===== config.mk =====
export PLATFORM = sky130hd
export DESIGN_NAME = add_exu_top
export DESIGN_NICKNAME = d
export VERILOG_FILES = /design/src/common/adder_pkg.sv /design/src/common/exu_pkg.sv /design/src/ks_adder/ks_prefix_tree.sv /design/src/ks_adder/ks_adder.sv /design/src/verilog/add_pipe.sv /design/src/verilog/result_queue.sv /design/src/verilog/add_exu_top.sv
export SDC_FILE = /design/constraint.sdc
export NUM_CORES = 1
export LEC_CHECK = 0
export BUFFER_PORTS_ARGS = -buffer_cell sky130_fd_sc_hd__buf_2
export CORE_ASPECT_RATIO = 1.2
export CORE_MARGIN = 5
export CORE_UTILIZATION = 50
export DETAILED_ROUTE_END_ITERATION = 16
export GPL_ROUTABILITY_DRIVEN = 0
export PLACE_DENSITY = 0.74
export SLEW_MARGIN = 25
export SYNTH_ARGS = -nofsm -noshare
export SYNTH_HDL_FRONTEND = slang
export SYNTH_SLANG_ARGS = --single-unit

===== constraint.sdc =====
create_clock -name clk -period 11.4 [get_ports clk]
set_input_delay 2.28 -clock clk [delete_from_list [all_inputs] [get_ports clk]]
set_output_delay 2.28 -clock clk [all_outputs]
set_load 0.005 [all_outputs]

===== src/common/adder_pkg.sv =====
package adder_pkg;

  // operand width of the adder.
  localparam int DATA_W = 64;

  // propagate/generate width, position 0 holds the carry-in.
  localparam int PG_W = DATA_W + 1;

  // number of kogge-stone levels, spans 1 through 32.
  localparam int PREFIX_LEVELS = 6;

  // bitwise or group propagate/generate pair.
  typedef struct packed {
    logic [PG_W-1:0] p;  // propagate.
    logic [PG_W-1:0] g;  // generate.
  } pg_t;

endpackage


===== src/common/exu_pkg.sv =====
package exu_pkg;

  // operations the unit supports.
  typedef enum logic [1:0] {
    OP_ADD = 2'd0,  // a + b.
    OP_SUB = 2'd1,  // a + ~b + 1.
    OP_ADC = 2'd2   // a + b + cin.
  } op_t;

  localparam int TAG_W = 4;

  // request from the upstream sender.
  typedef struct packed {
    op_t                          op;
    logic [adder_pkg::DATA_W-1:0] a;
    logic [adder_pkg::DATA_W-1:0] b;
    logic                         cin;  // only used by OP_ADC.
    logic [TAG_W-1:0]             tag;
  } req_t;

  // arithmetic flags of one result.
  typedef struct packed {
    logic carry;
    logic overflow;  // signed overflow.
    logic zero;
    logic negative;
  } flags_t;

  // tagged result to the downstream receiver.
  typedef struct packed {
    logic [TAG_W-1:0]             tag;
    logic [adder_pkg::DATA_W-1:0] sum;
    flags_t                       flags;
  } rsp_t;

  // result fifo depth, also the sender's initial credits.
  localparam int QUEUE_DEPTH = 8;
  localparam int DN_CREDITS  = 4;   // credits toward the receiver after reset.
  localparam int CNT_W       = 4;   // holds 0 to QUEUE_DEPTH.

endpackage


===== src/ks_adder/ks_prefix_tree.sv =====
`timescale 1ns/10ps

module ks_prefix_tree (
  input  adder_pkg::pg_t pg_in,
  output adder_pkg::pg_t pg_out
);

  // one pg pair per level, lvl[0] is the bitwise input.
  adder_pkg::pg_t lvl [adder_pkg::PREFIX_LEVELS+1];

  assign lvl[0] = pg_in;

  // level l combines each position with the one (1 << l) below it.
  for (genvar l = 0; l < adder_pkg::PREFIX_LEVELS; l++) begin : g_level
    for (genvar i = 0; i < adder_pkg::PG_W; i++) begin : g_bit
      if (i >= (1 << l)) begin : g_comb
        // ao21 step.
        assign lvl[l+1].g[i] = lvl[l].g[i] | (lvl[l].p[i] & lvl[l].g[i-(1<<l)]);
        assign lvl[l+1].p[i] = lvl[l].p[i] & lvl[l].p[i-(1<<l)];
      end else begin : g_pass
        // nothing below to combine with.
        assign lvl[l+1].g[i] = lvl[l].g[i];
        assign lvl[l+1].p[i] = lvl[l].p[i];
      end
    end
  end

  // after six levels every position up to 63 reaches down to cin.
  assign pg_out = lvl[adder_pkg::PREFIX_LEVELS];

endmodule


===== src/ks_adder/ks_adder.sv =====
`timescale 1ns/10ps

module ks_adder (
  input  logic [adder_pkg::DATA_W-1:0] a,
  input  logic [adder_pkg::DATA_W-1:0] b,
  input  logic                         cin,
  output logic [adder_pkg::DATA_W-1:0] sum,
  output logic                         cout
);

  adder_pkg::pg_t pg;   // bitwise pairs, cin at position 0.
  adder_pkg::pg_t grp;  // group pairs from the tree.

  // position 0 generates the carry-in and never propagates.
  assign pg.p = {a ^ b, 1'b0};
  assign pg.g = {a & b, cin};

  ks_prefix_tree u_tree (
    .pg_in  (pg),
    .pg_out (grp)
  );

  // carry into bit k is the group generate at pg position k.
  assign sum = pg.p[adder_pkg::PG_W-1:1] ^ grp.g[adder_pkg::PG_W-2:0];

  assign cout = pg.g[adder_pkg::PG_W-1] |
                (pg.p[adder_pkg::PG_W-1] & grp.g[adder_pkg::PG_W-2]);

endmodule


===== src/verilog/add_pipe.sv =====
`timescale 1ns/10ps

module add_pipe (
  input  logic          clk,
  input  logic          rst_n,
  input  logic          req_valid,
  input  exu_pkg::req_t req,
  output logic          res_valid,
  output exu_pkg::rsp_t res
);

  // conditioned operands held between the two stages.
  typedef struct packed {
    logic [adder_pkg::DATA_W-1:0] a;
    logic [adder_pkg::DATA_W-1:0] b;
    logic                         cin;
    logic [exu_pkg::TAG_W-1:0]    tag;
  } stage_t;

  stage_t                       s1_nxt;
  stage_t                       s1;
  logic                         s1_valid;
  logic [adder_pkg::DATA_W-1:0] sum;
  logic                         cout;
  exu_pkg::flags_t              flags;

  // operand conditioning.
  always_comb begin
    s1_nxt.a   = req.a;
    s1_nxt.b   = req.b;
    s1_nxt.cin = 1'b0;
    s1_nxt.tag = req.tag;
    case (req.op)
      exu_pkg::OP_SUB: begin
        s1_nxt.b   = ~req.b;  // two's complement of b.
        s1_nxt.cin = 1'b1;
      end
      exu_pkg::OP_ADC: s1_nxt.cin = req.cin;
      default:         s1_nxt.cin = 1'b0;
    endcase
  end

  // stage 1.
  always_ff @(posedge clk) begin
    if (!rst_n) begin
      s1_valid <= 1'b0;
    end else begin
      s1_valid <= req_valid;
    end
  end

  always_ff @(posedge clk) begin
    if (req_valid) s1 <= s1_nxt;
  end

  ks_adder u_adder (
    .a    (s1.a),
    .b    (s1.b),
    .cin  (s1.cin),
    .sum  (sum),
    .cout (cout)
  );

  // same input signs with a different result sign means signed overflow.
  assign flags.carry    = cout;
  assign flags.overflow = (s1.a[adder_pkg::DATA_W-1] == s1.b[adder_pkg::DATA_W-1]) &&
                          (sum[adder_pkg::DATA_W-1] != s1.a[adder_pkg::DATA_W-1]);
  assign flags.zero     = (sum == '0);
  assign flags.negative = sum[adder_pkg::DATA_W-1];

  // stage 2.
  always_ff @(posedge clk) begin
    if (!rst_n) begin
      res_valid <= 1'b0;
    end else begin
      res_valid <= s1_valid;
    end
  end

  always_ff @(posedge clk) begin
    if (s1_valid) begin
      res.tag   <= s1.tag;
      res.sum   <= sum;
      res.flags <= flags;
    end
  end

endmodule


===== src/verilog/result_queue.sv =====
`timescale 1ns/10ps

module result_queue (
  input  logic          clk,
  input  logic          rst_n,
  input  logic          res_valid,
  input  exu_pkg::rsp_t res,
  output logic          rsp_valid,
  output exu_pkg::rsp_t rsp,
  input  logic          dn_credit,
  output logic          up_credit
);

  exu_pkg::rsp_t mem [exu_pkg::QUEUE_DEPTH];

  logic [$clog2(exu_pkg::QUEUE_DEPTH)-1:0] wr_ptr;
  logic [$clog2(exu_pkg::QUEUE_DEPTH)-1:0] rd_ptr;
  logic [exu_pkg::CNT_W-1:0]               count;    // entries held.
  logic [exu_pkg::CNT_W-1:0]               credits;  // downstream credits.
  logic                                    send;

  // a send needs an entry and a downstream credit.
  assign send = (count != '0) && (credits != '0);

  // store each result at the write pointer.
  always_ff @(posedge clk) begin
    if (res_valid) mem[wr_ptr] <= res;
  end

  always_ff @(posedge clk) begin
    if (!rst_n) begin
      wr_ptr <= '0;
      rd_ptr <= '0;
    end else begin
      if (res_valid) wr_ptr <= wr_ptr + 1'b1;  // wraps at the depth.
      if (send)      rd_ptr <= rd_ptr + 1'b1;
    end
  end

  // occupancy.
  always_ff @(posedge clk) begin
    if (!rst_n) begin
      count <= '0;
    end else begin
      case ({res_valid, send})
        2'b10:   count <= count + 1'b1;
        2'b01:   count <= count - 1'b1;
        default: count <= count;  // none or both.
      endcase
    end
  end

  // downstream credit counter.
  always_ff @(posedge clk) begin
    if (!rst_n) begin
      credits <= exu_pkg::CNT_W'(exu_pkg::DN_CREDITS);
    end else begin
      case ({dn_credit, send})
        2'b10:   credits <= credits + 1'b1;
        2'b01:   credits <= credits - 1'b1;
        default: credits <= credits;
      endcase
    end
  end

  always_ff @(posedge clk) begin
    if (!rst_n) begin
      rsp_valid <= 1'b0;
    end else begin
      rsp_valid <= send;
    end
  end

  // head entry onto the output.
  always_ff @(posedge clk) begin
    if (send) rsp <= mem[rd_ptr];
  end

  // each response that leaves frees one upstream slot.
  assign up_credit = rsp_valid;

endmodule


===== src/verilog/add_exu_top.sv =====
`timescale 1ns/10ps

module add_exu_top (
  input  logic          clk,
  input  logic          rst_n,
  input  logic          req_valid,
  input  exu_pkg::req_t req,
  output logic          up_credit,
  output logic          rsp_valid,
  output exu_pkg::rsp_t rsp,
  input  logic          dn_credit
);

  // pipeline to queue, no back-pressure on this path.
  logic          res_valid;
  exu_pkg::rsp_t res;

  // two-stage add and flags.
  add_pipe u_pipe (
    .clk       (clk),
    .rst_n     (rst_n),
    .req_valid (req_valid),
    .req       (req),
    .res_valid (res_valid),
    .res       (res)
  );

  // result fifo with both credit interfaces.
  result_queue u_queue (
    .clk       (clk),
    .rst_n     (rst_n),
    .res_valid (res_valid),
    .res       (res),
    .rsp_valid (rsp_valid),
    .rsp       (rsp),
    .dn_credit (dn_credit),
    .up_credit (up_credit)
  );

endmodule


Yosys cells after proc, flatten, opt, wreduce, memory -nomap -nowiden
Memory sizes are Yosys's and may differ from the RTL's. A register that Yosys moved wholly into a read port is not among the register bits.
Cells that the tools add are included.
{ "classes": {"n_addsub": 6, "eq_ne": 8, "mux": 6, "bitwise": 906, "n_reduce_logical": 7} }
{ "op_table": {"columns": ["operator", "count"], "rows": [
  ["$and A1 B1 Y1", 580],
  ["$or A1 B1 Y1", 322],
  ["$xor A64 B64 Y64", 2],
  ["$and A64 B64 Y64", 1],
  ["$logic_not A64 Y1", 1],
  ["$mux W64", 1],
  ["$not A64 Y64", 1],
  ["$pmux W4 S2", 2],
  ["$add A4 B1 Y4 const B", 2],
  ["$reduce_bool A4 Y1", 2],
  ["$sub A4 B1 Y4 const B", 2],
  ["$add A3 B1 Y3 const B", 2],
  ["$eq A2 B1 Y1 const B", 3],
  ["$eq A2 B2 Y1 const B", 3],
  ["$reduce_bool A2 Y1", 2],
  ["$logic_and A1 B1 Y1", 2],
  ["$mux W1", 2],
  ["$pmux W1 S2", 1],
  ["$eq A1 B1 Y1", 1],
  ["$ne A1 B1 Y1", 1]
]} }
{ "totals": {"ff_bits": 222, "ram_bits": 576, "out_inout_bits": 74, "wordCells": 951, "n_memories": 1} }
{ "memory_table": {"columns": ["name", "words", "width", "read_ports", "rd_clocked_by_memory_dff", "write_ports", "line", "text"], "rows": [
  ["u_queue.mem", 8, 72, 1, 1, 1, "result_queue.sv:14", "exu_pkg::rsp_t mem [exu_pkg::QUEUE_DEPTH];"]
]} }

Logic depth before layout (Yosys ltp)
Gate-level depths: netlist of run 1.
{ "logic_depth": {"ltp_word": 16, "depth_mapped": 23} }

Cells and area by module
Synthesis of run 1 repeated with hierarchy kept, for this count alone.
{ "unflattened": {"cells_unflattened": 1985, "area_unflattened_um2": 36213.5} }
{ "modules_own_cells": {"columns": ["module", "n_inst", "cells_each", "area_per_inst_um2", "seq_area_each_um2"], "rows": [
  ["result_queue", 1, 1003, 24813.8, 19759.0],
  ["add_pipe", 1, 311, 7016.7, 6165.9],
  ["ks_prefix_tree", 1, 542, 3006.6, 0.0],
  ["ks_adder", 1, 129, 1376.3, 0.0]
]} }

Least setup slack after synthesis of run 1
Ideal clock, no wire load.
{ "synth_path": {"path_type": "reg-to-reg", "from": "register u_pipe.res_valid", "to": "memory u_queue.mem[0][10] (netlist name) (enable)", "t_arrival_ps": 5358, "t_required_ps": 10813, "setup_slack_ps": 5454, "path_stages_with_launch": 3, "synth_period_minus_slack_ps": 5946, "cell_sequence": "dfxtp_1 nand2b_1 nor3_1"} }
{ "synth_via": {"elab_chain_cells": 2} }
{ "synth_rtl": {"columns": ["item", "line", "text"], "rows": [
  ["from (decl)", "add_pipe.sv:8", "output logic res_valid,"],
  ["from (signal assigned)", "add_pipe.sv:76", "res_valid <= s1_valid;"],
  ["$mux W1", "result_queue.sv:27", "if (res_valid) mem[wr_ptr] <= res;"],
  ["$mux W1 (implied by the code)", "result_queue.sv:27", null],
  ["to (decl)", "result_queue.sv:14", null]
]} }
No other way between the ends.

==> results of run 1 <==
-- area by class of cell --
| cell class | count | area [sq um] |
|---|---|---|
| Multi-Input combinational cell | 977 | 9390 |
| Fill cell | 5255 | 30400 |
| Sequential cell | 860 | 25700 |
| Timing Repair Buffer | 240 | 1310 |
| Tap cell | 926 | 1160 |
| Clock buffer | 96 | 2130 |
| Clock inverter | 48 | 465 |
| Antenna cell | 1 | 2.50 |
| Inverter | 35 | 131 |
-- critical path: cells and delay by family, from the launching register on --
| kind | cells | cell delay (ns) |
|---|---|---|
| AOI/OAI and AO/OA | 10 | 2.84 |
| and+or+nand+nor | 9 | 2.40 |
| adders and majority gates | 2 | 1.07 |
| DFF | 1 | 0.38 |
| buffers and inverters | 2 | 0.15 |
-- power by group --
group / switching, W / internal (W) / total (W) / leakage, nW
combinational: 0.000970 / 0.000788 / 0.00176 / 4.43
sequential: 0.000180 / 0.00390 / 0.00408 / 7.91
clock: 0.00111 / 0.00153 / 0.00264 / 1.26
total: 0.00226 / 0.00622 / 0.00848 / 13.6
-- stage by stage --
stage,instance area (sq um),hold WS [ns],std cells
6_report,40200,0.425,3183
2_1_floorplan,35400,0.400,1946
4_1_cts,40200,0.428,3181
5_1_grt,40200,0.432,3182
3_3_place_gp,37600,0.413,3037
3_5_place_dp,37600,0.407,3037
-- final timing paths --
path / end / cells after the start / slack (ns)
max: u_pipe.res[1] / 23 / 4.38
min: u_pipe.res[71] / 0 / 0.43
max reg2reg: u_pipe.res[1] / 23 / 4.38
min reg2reg: u_pipe.res[71] / 0 / 0.43
-- Yosys cell counts, types with 4 or more instances --
library cell / instances / share of area [%]
or3_1: 10 / 0.18
nor2b_1: 5 / 0.088
nor2_1: 66 / 0.70
a211oi_1: 10 / 0.21
buf_4: 4 / 0.085
or2_2: 6 / 0.11
and4_1: 5 / 0.12
a21oi_1: 92 / 1.3
a21boi_0: 6 / 0.13
a31oi_1: 7 / 0.12
buf_1: 19 / 0.20
a221oi_1: 4 / 0.099
dfxtp_1: 17 / 0.96
o21a_1: 8 / 0.17
o211ai_1: 9 / 0.19
xor2_1: 93 / 2.3
inv_1: 35 / 0.37
nand3_1: 13 / 0.18
mux2_2: 71 / 2.3
and2_1: 12 / 0.21
o31ai_1: 4 / 0.085
nand4_1: 21 / 0.37
nor4_1: 14 / 0.25
xnor2_1: 34 / 0.84
mux4_2: 142 / 9.0
o21ai_0: 60 / 0.85
clkbuf_1: 44 / 0.47
o21bai_1: 8 / 0.17
nor3_1: 25 / 0.35
a21o_1: 19 / 0.40
clkbuf_8: 4 / 0.16
ha_1: 74 / 2.6
fa_1: 4 / 0.23
nand2_1: 84 / 0.89
edfxtp_1: 843 / 71
-- cell families (layout without fill, tap and decap cells) --
group	after synthesis	in the layout	synth area share, %
DFF	860	860	72.4
and+or+nand+nor	292	292	4.17
AOI/OAI and AO/OA	265	265	4.78
muxes	215	215	11.3
xor gates and xnor gates	127	127	3.14
buffers and inverters	109	419	1.34
adders and majority gates	78	78	2.84
other	0	1	0
-- sequential cells by signal, summed over array words and instances (netlist names), 3 cells and up --
name	cells
u_queue.rsp	71
u_queue.credits	4
u_queue.wr_ptr	3
u_pipe.s1	133
u_queue.count	4
u_pipe.res	71
u_queue.mem	568
u_queue.rd_ptr	3
-- per-layer routing --
layer,vias to the layer above,wire (um),share of wire (%)
li1,8295,-,-
met1,9337,30100,39
met2,784,38700,51
met3,155,5180,6.8
met4,0,2300,3.0
met5,-,0,0
==> impl_results.md, run 1 <==
* Status: finished, final reports clean
* Leakage at roughly 14 nW
* Post-synth net total at between 2000 and 2500
* Max-slew violation count at 0
* WL final at 76.2 mm
* Crit path kind: register to register
* First-pass DRT Iterations at 5
* # DRC at 0
* CTS max path bufs at 3
* Post-CTS setup buffers at 0
* Power, Total at between 0.008 and 0.009 W
* Core ar. at a little over 0.07 sq mm
* Vias post-DR at 18600
* Initial DRC count at 1990
* Sequential share of the synthesized area at a little over 70%
* Overall routing resource usage at 19.9%
* Fin crit period at 7.02 ns
* WL/cell at between 20 and 25 um
* Ys Warns at 0
* Die footprint at 0.0763 sq mm
* RSZ-0062 raised after global routing: no
* Finished Core Util at 56.9%
* Final Cycle Share at about three fifths
* Min-delay worst type: register to register
* Max incr delay on CP at around 0.95 ns
* Clk_skew at 0.0237 ns
* Post-synth EDFFs at 843
* Reg2Reg Launch Point: u_pipe.s1[4]
* Max Cap Viol at 0
* Final setup violation count at 0
* Synth Cell Area at 0.0354 sq mm
* CTS Buf Count at 81
* Top-level I/O count at around 210
* Final Hold Vio Count at 0
* Area grow syn2layout at 13.6%
* Crit path from: u_pipe.s1[4]
* Commonest cells after routing, fill and taps aside: 843 x edfxtp_1, 211 x buf_2, 142 x mux4_2
* Min-delay src: u_pipe.s1[3]
* GRT Max-Usage Layer: met2
* Synthesized flop and latch total at 860
* CP Data Arrival Time at between 7 and 8 ns
* DIE WIDTH at 253 um
* Synth async-reset ratio at 0%
* Floorplan row count at 107
* Place WS at about 4.7 ns
* Pwr/cell area at 211 mW/mm^2
* Maximum vdd ir drop at 0.109 mV
* Post-route ant nets at 0
* Root Buffer: clkbuf_16
* Max-slew headroom at between 20% and 30%
* Die height at 302 um
* Clock slew at reported path FFs at 0.06 ns
* Worst-margin pin slew at 1.07 ns
* Initial Util at roughly 50%
* Netlist cell types at 80
* Cells after Synth at ~1900
* Largest net degree at the start of global routing at 85
* I/O Buffers at 212
* Cells resized by post-CTS repair at 0
* Setup ws final at 4.38 ns
* First-pass GRT wire length at 116 mm
* Critical-path cell list: inv_1 > fa_1 > and2b_1 > o2111ai_2 > a2111oi_1 > o21ai_0 > a21oi_1 > o211ai_1 > a21oi_1 > o21ai_0 > a211oi_1 > a211oi_1 > fa_1 > inv_1 > nor3_1 > o211ai_1 > nor4bb_1 > nand4b_1 > nor4bb_1 > nand4_1 > and4b_2 > or4b_1 > nor4_2
* Hold Buf Count CTS at 0
* Final TNS setup at 0 ns
* CTS tree: yes
* Met1 GRT Util at 26.3%
* FMAX at ~140 MHz
* CTS Sinks at 860
* GR Layer Usage met3 at 3.61%
* Worst setup EP type: register
* Nets at 2412
* Ys flop type: edfxtp_1
* Vias per Instance at 5.83
* CTS H-tree lvls at 3
* Share of cells above drive strength 1 at 26.5%
* Worst EP required at about 12 ns
* Syn avg cell area at around 18 sq um
* GR Layer Usage met2 at 34.0%
* CP startpoint kind: register
* Slowest cell on crit path: a2111oi_1
* Initial antenna violation count at 1
* Overflow after GRT at 0
* Number of global-route vias before repair at 19300
* Commonest non-fill, non-tap cell in the layout: edfxtp_1
* Worst Path Max Fanout at 3
* Clk_lat worst skew at 0.64 ns
* Post-detailed-placement half-perimeter wirelength at 48.1 mm
Power figures use the tool's default switching activity.
==> inputs of run 2 (changes only) <==
--- a/config.mk
+++ b/config.mk
@@ -11,7 +11,7 @@
 export CORE_UTILIZATION = 50
 export DETAILED_ROUTE_END_ITERATION = 16
 export GPL_ROUTABILITY_DRIVEN = 0
-export PLACE_DENSITY = 0.74
+export PLACE_DENSITY = 0.76
 export SLEW_MARGIN = 25
 export SYNTH_ARGS = -nofsm -noshare
 export SYNTH_HDL_FRONTEND = slang
==> constraint.sdc (replaced) <==
create_clock -name clk -period 5.9 [get_ports clk]
set_input_delay 1.18 -clock clk [delete_from_list [all_inputs] [get_ports clk]]
set_output_delay 1.18 -clock clk [all_outputs]
set_load 0.005 [all_outputs]
==> run 2 against run 1 <==
The flow now finishes with violations (negative setup slack). Non-clock buffer count increased by 39. Die area did not move. First-iteration DRC count up 0.70%. Highest routed layer is now met5.
==> impl_results.md, run 2 (synthesized netlist as in run 1, its figures left out) <==
* I/O Buffers at 212 (unchanged)
* Ant diodes at 0 (was 1)
* Share of cells above drive strength 1 at 28.6% (was 26.5%)
* CP Data Arrival Time at 6.46 ns (was 7.48 ns)
* # fillers at 5172 (was 5255)
* Root Buffer: clkbuf_16 (unchanged)
* Fin crit period at 6.00 ns (was 7.02 ns)
* Clk_skew at 0.0307 ns (was 0.0237 ns)
* FMAX at 167 MHz (was 142 MHz)
* WL/cell at 24.1 um (was 24.0 um)
* Initial antenna violation count at 2 (was 1)
* Min-delay worst type: register to register (unchanged)
* Setup ws final at -0.0996 ns (was 4.38 ns)
* WL final at 77.6 mm (was 76.2 mm)
* CP startpoint kind: register (unchanged)
* First-pass DRT Iterations at 8 (was 5)
* Worst Reg-to-Reg Cells at 25 (was 23)
* Worst setup EP type: register (unchanged)
* Place WS at -0.283 ns (was 4.69 ns)
* Core ar. at 0.0707 sq mm (unchanged)
* Max Cap Viol at 0 (unchanged)
* Worst Path Max Fanout at 2 (was 3)
* Area grow syn2layout at 14.7% (was 13.6%)
* Status: finished with violations (was finished, final reports clean)
* Fin cells at 3221 (was 3183)
* Overflow after GRT at 0 (unchanged)
* Clock slew at reported path FFs at 0.06 ns (about the same)
* Number of global-route vias before repair at 19600 (was 19300)
* Violated checks: negative setup slack
* Buffers plus inverters on the worst setup path at 4 (was 2)
* Final Hold Vio Count at 0 (unchanged)
* Hold WS at 0.418 ns (was 0.425 ns)
* CTS Buf Count at 82 (was 81)
* Multi-input gate area at 0.00949 sq mm (was 0.00939 sq mm)
* Commonest non-fill, non-tap cell in the layout: edfxtp_1 (unchanged)
* Floorplan row count at 107 (unchanged)
* Max reg flops at 568 (unchanged)
* Final Cycle Share at 102% (was 61.6%)
* Vias post-DR at 18800 (was 18600)
* Reg2Reg Launch Point: u_pipe.s1[69] (was u_pipe.s1[4])
* Maximum vdd ir drop at 0.291 mV (was 0.109 mV)
* Leakage at 13.8 nW (was 13.6 nW)
* Max incr delay on CP at 0.57 ns (was 0.95 ns)
* Top-level I/O count at 213 (unchanged)
* Slowest cell on crit path: fa_1 (was a2111oi_1)
* Clk_lat worst skew at 0.64 ns (about the same)
* Max-slew headroom at 27.8% (was 28.5%)
* Crit path kind: register to register (unchanged)
* Delay-heaviest family, CP: simple AND/OR/NAND/NOR gates (was compound AO/OA/AOI/OAI gates)
* Worst-margin pin slew at 1.08 ns (was 1.07 ns)
* Most flop-heavy register: u_queue.mem (unchanged)
* # DRC at 0 (unchanged)
* Initial DRC count at 2004 (was 1990)
* Vias per Instance at 5.83 (about the same)
* CTS H-tree lvls at 3 (unchanged)
* FF-to-FF End: u_pipe.res[1] (unchanged)
* Cells after DPL at 3067 (was 3037)
* Crit path to: u_pipe.res[1] (unchanged)
* Post-detailed-placement half-perimeter wirelength at 49.7 mm (was 48.1 mm)
* Largest regs: u_queue.mem (568), u_pipe.s1 (133) (unchanged)
* Commonest cells after routing, fill and taps aside: 843 x edfxtp_1, 211 x buf_2, 142 x mux4_2 (unchanged)
* Hold Buf Count CTS at 0 (unchanged)
* CTS max path bufs at 3 (unchanged)
* Largest net degree at the start of global routing at 99 (was 85)
* Die height at 302 um (unchanged)
* R2R Setup Slk at -0.1 ns (was 4.38 ns)
* First-pass GRT wire length at 118 mm (was 116 mm)
* RSZ-0062 raised after global routing: yes (was no)
* Worst EP required at 6.36 ns (was 11.86 ns)
* Initial Util at 50.1% (unchanged)
* DIE WIDTH at 253 um (unchanged)
* Pwr/cell area at 404 mW/mm^2 (was 211 mW/mm^2)
* CTS Sinks at 860 (unchanged)
* CTS tree: yes (unchanged)
* Nets at 2452 (was 2412)
* Die footprint at 0.0763 sq mm (unchanged)
* Max-slew violation count at 0 (unchanged)
* Post-route ant nets at 0 (unchanged)
* Register area at 0.0257 sq mm (unchanged)
* Crit path from: u_pipe.s1[69] (was u_pipe.s1[4])
* Overall routing resource usage at 20.3% (was 19.9%)
* Final setup violation count at 1 (was 0)
* CP Depth at 25 (was 23)
[run 2: how the worst min path moves through the flow]
stage / from / end / slack (ns) / cells past startpoint
final: u_pipe.s1[0] / u_pipe.res[68] / 0.42 / 0
after floorplan: u_pipe.s1[0] / u_pipe.res[68] / 0.40 / 0
after CTS: u_pipe.s1[0] / u_pipe.res[68] / 0.42 / 0
after global placement: u_pipe.s1[3] / u_pipe.res[71] / 0.41 / 0
after detailed placement: u_pipe.s1[0] / u_pipe.res[68] / 0.40 / 0
after global routing: u_pipe.s1[0] / u_pipe.res[68] / 0.43 / 0
[run 2: layout make-up]
cell class,count,share of cell area (%)
flip-flops and latches,860,63.2
multi-input cells,977,23.3
clock buffers,105,5.47
repair buffers,279,4.03
well taps,926,2.85
clock inverters,39,0.819
inverters,35,0.323
[run 2: power by group]
group          switching [W]  internal, W  leakage (nW)  total [W]
combinational        0.00187      0.00157          4.63    0.00344
clock                0.00217      0.00288          1.24    0.00505
sequential          0.000377      0.00754          7.91    0.00792
total                0.00442       0.0120          13.8     0.0164
[run 2: repair_timing]
item	4_1_cts	5_1_grt
setup buffers	3	6
hold endpoints to repair	0	0
pin swaps	10	17
resized for setup	5	16
setup endpoints to repair	1	1
[run 2: per-stage QoR]
step           TNS [ns]  power, W  util, %  cell area (sq um)
2_1_floorplan         0    0.0102        -              35400
3_5_place_dp     -0.283    0.0114     53.6              37900
3_3_place_gp    -0.0467    0.0113     53.6              37900
4_1_cts               0    0.0165     57.3              40500
6_report        -0.0996    0.0164     57.5              40600
5_1_grt          -0.362    0.0171     57.5              40600
[run 2: routing by layer]
layer  global-route usage [%]  wire, um
met1                     26.7     30600
met2                     34.8     39500
met3                     3.32      5110
met4                     6.71      2370
met5                        0        13
==> inputs of run 3 (changes only) <==
--- a/config.mk
+++ b/config.mk
@@ -11,7 +11,7 @@
 export CORE_UTILIZATION = 50
 export DETAILED_ROUTE_END_ITERATION = 16
 export GPL_ROUTABILITY_DRIVEN = 0
-export PLACE_DENSITY = 0.76
+export PLACE_DENSITY = 0.74
 export SLEW_MARGIN = 25
 export SYNTH_ARGS = -nofsm -noshare
 export SYNTH_HDL_FRONTEND = slang
==> constraint.sdc (replaced) <==
create_clock -name clk -period 5.95 [get_ports clk]
set_input_delay 1.19 -clock clk [delete_from_list [all_inputs] [get_ports clk]]
set_output_delay 1.19 -clock clk [all_outputs]
set_load 0.005 [all_outputs]
==> run 3 against run 2 <==
The flow now finishes without violations. First-iteration DRC count shrank 5.9%. Register-to-register slack gained 0.24 ns. Cell count shrank 0.19%. Die area is the same. Sequential cell count is the same. Non-clock buffer count shrank 9. Sequential power shrank 2%. Power is essentially flat. Combinational power is essentially flat. Critical endpoint unchanged. Highest routed layer is now met4.
==> impl_results.md, run 3 (synthesized netlist as in run 1, its figures left out) <==
* Floorplan row count at 107 (unchanged)
* Commonest non-fill, non-tap cell in the layout: edfxtp_1 (unchanged)
* First-pass DRT Iterations at 6 (was 8)
* CTS Sinks at 860 (unchanged)
* Leakage at 13.8 nW (about the same)
* Finished Core Util at 57.5% (about the same)
* Crit path kind: register to register (unchanged)
* CTS max path bufs at 3 (unchanged)
* Largest net degree at the start of global routing at 101 (was 99)
* Hold Buf Count CTS at 0 (unchanged)
* Reg2Reg Launch Point: u_pipe.s1[69] (unchanged)
* Overflow after GRT at 0 (unchanged)
* Clk_lat worst skew at 0.63 ns (was 0.64 ns)
* P_sw at 0.00440 W (was 0.00442 W)
* Initial Util at 50.1% (unchanged)
* Worst setup EP type: register (unchanged)
* Initial antenna violation count at 2 (unchanged)
* Final setup violation count at 0 (was 1)
* CTS Buf Count at 81 (was 82)
* WL/cell at 24.0 um (was 24.1 um)
* Place WS at -0.156 ns (was -0.283 ns)
* Fin cells at 3215 (was 3221)
* Cells after DPL at 3066 (was 3067)
* Final Cycle Share at 97.6% (was 102%)
* FMAX at 172 MHz (was 167 MHz)
* FF-to-FF End: u_pipe.res[1] (unchanged)
* Max incr delay on CP at 0.56 ns (was 0.57 ns)
* Top-level I/O count at 213 (unchanged)
* Clk_skew at 0.0266 ns (was 0.0307 ns)
* DIE WIDTH at 253 um (unchanged)
* CP Data Arrival Time at 6.26 ns (was 6.46 ns)
* Status: finished, final reports clean (was finished with violations)
* Initial DRC count at 1886 (was 2004)
* Core ar. at 0.0707 sq mm (unchanged)
* Post-detailed-placement half-perimeter wirelength at 49.8 mm (was 49.7 mm)
* Net Sw Frac at 26.8% (was 27.0%)
* Area grow syn2layout at 14.8% (was 14.7%)
* Max Cap Viol at 0 (unchanged)
* Final Hold Vio Count at 0 (unchanged)
* Worst EP required at 6.40 ns (was 6.36 ns)
* Crit path from: u_pipe.s1[69] (unchanged)
* Buffers plus inverters on the worst setup path at 4 (unchanged)
* Vias post-DR at 18800 (about the same)
* First-pass GRT wire length at 117 mm (was 118 mm)
* Fin crit period at 5.81 ns (was 6.00 ns)
* Worst-margin pin slew at 1.05 ns (was 1.08 ns)
* Share of cells above drive strength 1 at 28.4% (was 28.6%)
* Die footprint at 0.0763 sq mm (unchanged)
* Pwr/cell area at 403 mW/mm^2 (was 404 mW/mm^2)
* Most flop-heavy register: u_queue.mem (unchanged)
* Overall routing resource usage at 20.1% (was 20.3%)
* Endpoint, Worst Hold: u_pipe.res[70] (was u_pipe.res[68])
* CTS H-tree lvls at 3 (unchanged)
* Commonest cells after routing, fill and taps aside: 843 x edfxtp_1, 211 x buf_2, 142 x mux4_2 (unchanged)
* Vias per Instance at 5.86 (was 5.83)
* Max-slew headroom at 29.7% (was 27.8%)
* Clk pwr share at 31.4% (was 30.8%)
* Hold path cells at 0 (unchanged)
* RSZ-0062 raised after global routing: yes (unchanged)
* Die height at 302 um (unchanged)
* Reg power frac at 47.5% (was 48.2%)
* Logic gate share of total power at 21.1% (was 21.0%)
* # DRC at 0 (unchanged)
* Number of global-route vias before repair at 19600 (about the same)
* Slowest cell on crit path: fa_1 (unchanged)
* Power, Total at 0.0164 W (about the same)
* Worst Reg-to-Reg Cells at 25 (unchanged)
* Worst Path Max Fanout at 3 (was 2)
* Setup ws final at 0.144 ns (was -0.0996 ns)
* Largest regs: u_queue.mem (568), u_pipe.s1 (133) (unchanged)
* CP startpoint kind: register (unchanged)
* I/O Buffers at 212 (unchanged)
* P_int at 0.0120 W (about the same)
* Min-delay worst type: register to register (unchanged)
* Max reg flops at 568 (unchanged)
* WL final at 77.0 mm (was 77.6 mm)
* CTS tree: yes (unchanged)
* Post-route ant nets at 0 (unchanged)
* R2R Setup Slk at 0.14 ns (was -0.1 ns)
* Delay-heaviest family, CP: simple AND/OR/NAND/NOR gates (unchanged)
* Root Buffer: clkbuf_16 (unchanged)
* Nets at 2442 (was 2452)
* Clock slew at reported path FFs at 0.06 ns (about the same)
* Max-slew violation count at 0 (unchanged)
* Maximum vdd ir drop at 0.225 mV (was 0.291 mV)
* Min-delay src: u_pipe.s1[2] (was u_pipe.s1[0])
run 3: cell types whose count changed in the layout (fill, tap and decap cells not counted), sizes merged:
cell,previous run,this run
buf,279,270
bufinv,5,10
clkbuf,105,101
clkinv,26,27
diode,0,1
run 3: power by group through the flow:
stage / logic [W] / registers (W) / clock network, W
6_report: 0.00346 / 0.00780 / 0.00515
4_1_cts: 0.00348 / 0.00781 / 0.00527
3_3_place_gp: 0.00329 / 0.00797 / 0
3_5_place_dp: 0.00346 / 0.00793 / 0
5_1_grt: 0.00375 / 0.00786 / 0.00553
2_1_floorplan: 0.00224 / 0.00786 / 0
run 3: final cells by class:
cell class / count / area (sq um)
inverters: 35 / 131
repair buffers: 270 / 1600
diodes: 1 / 2.50
clock inverters: 45 / 528
well taps: 926 / 1160
flip-flops and latches: 860 / 25700
clock buffers: 101 / 2120
fillers: 5278 / 30000
multi-input cells: 977 / 9470
run 3: how the worst max path moves through the flow:
stage,cells after the start,end,slack [ns]
CTS,25,u_pipe.res[1],0.02
global placement,25,u_pipe.res[1],0.04
floorplan,2,u_queue.mem[0][10],0.004
finish,25,u_pipe.res[1],0.14
global route,25,u_pipe.res[1],-0.15
detailed placement,25,u_pipe.res[1],-0.16
run 3: through the flow:
step           TNS (ns)  area (sq um)  hold slack [ns]
2_1_floorplan         0         35400            0.400
3_3_place_gp          0         37800            0.408
3_5_place_dp     -0.156         37900            0.406
4_1_cts               0         40600            0.426
5_1_grt          -0.154         40700            0.450
6_report              0         40700            0.433
run 3: timing repair:
item,CTS,global route
cloned,0,0
buffers inserted,1,1
gates resized for setup,5,15
setup endpoints to repair,1,1
pin swaps,7,16
run 3: per-layer routing:
layer  wire [um]  up-vias  share of wire, %  GRT usage [%]
met3        5080      185               6.6           3.25
met5           0        -                 0              0
met2       39100      801                51           34.4
li1            -     8371                 -              -
met4        2790        0               3.6           7.43
met1       30100     9481                39           26.2
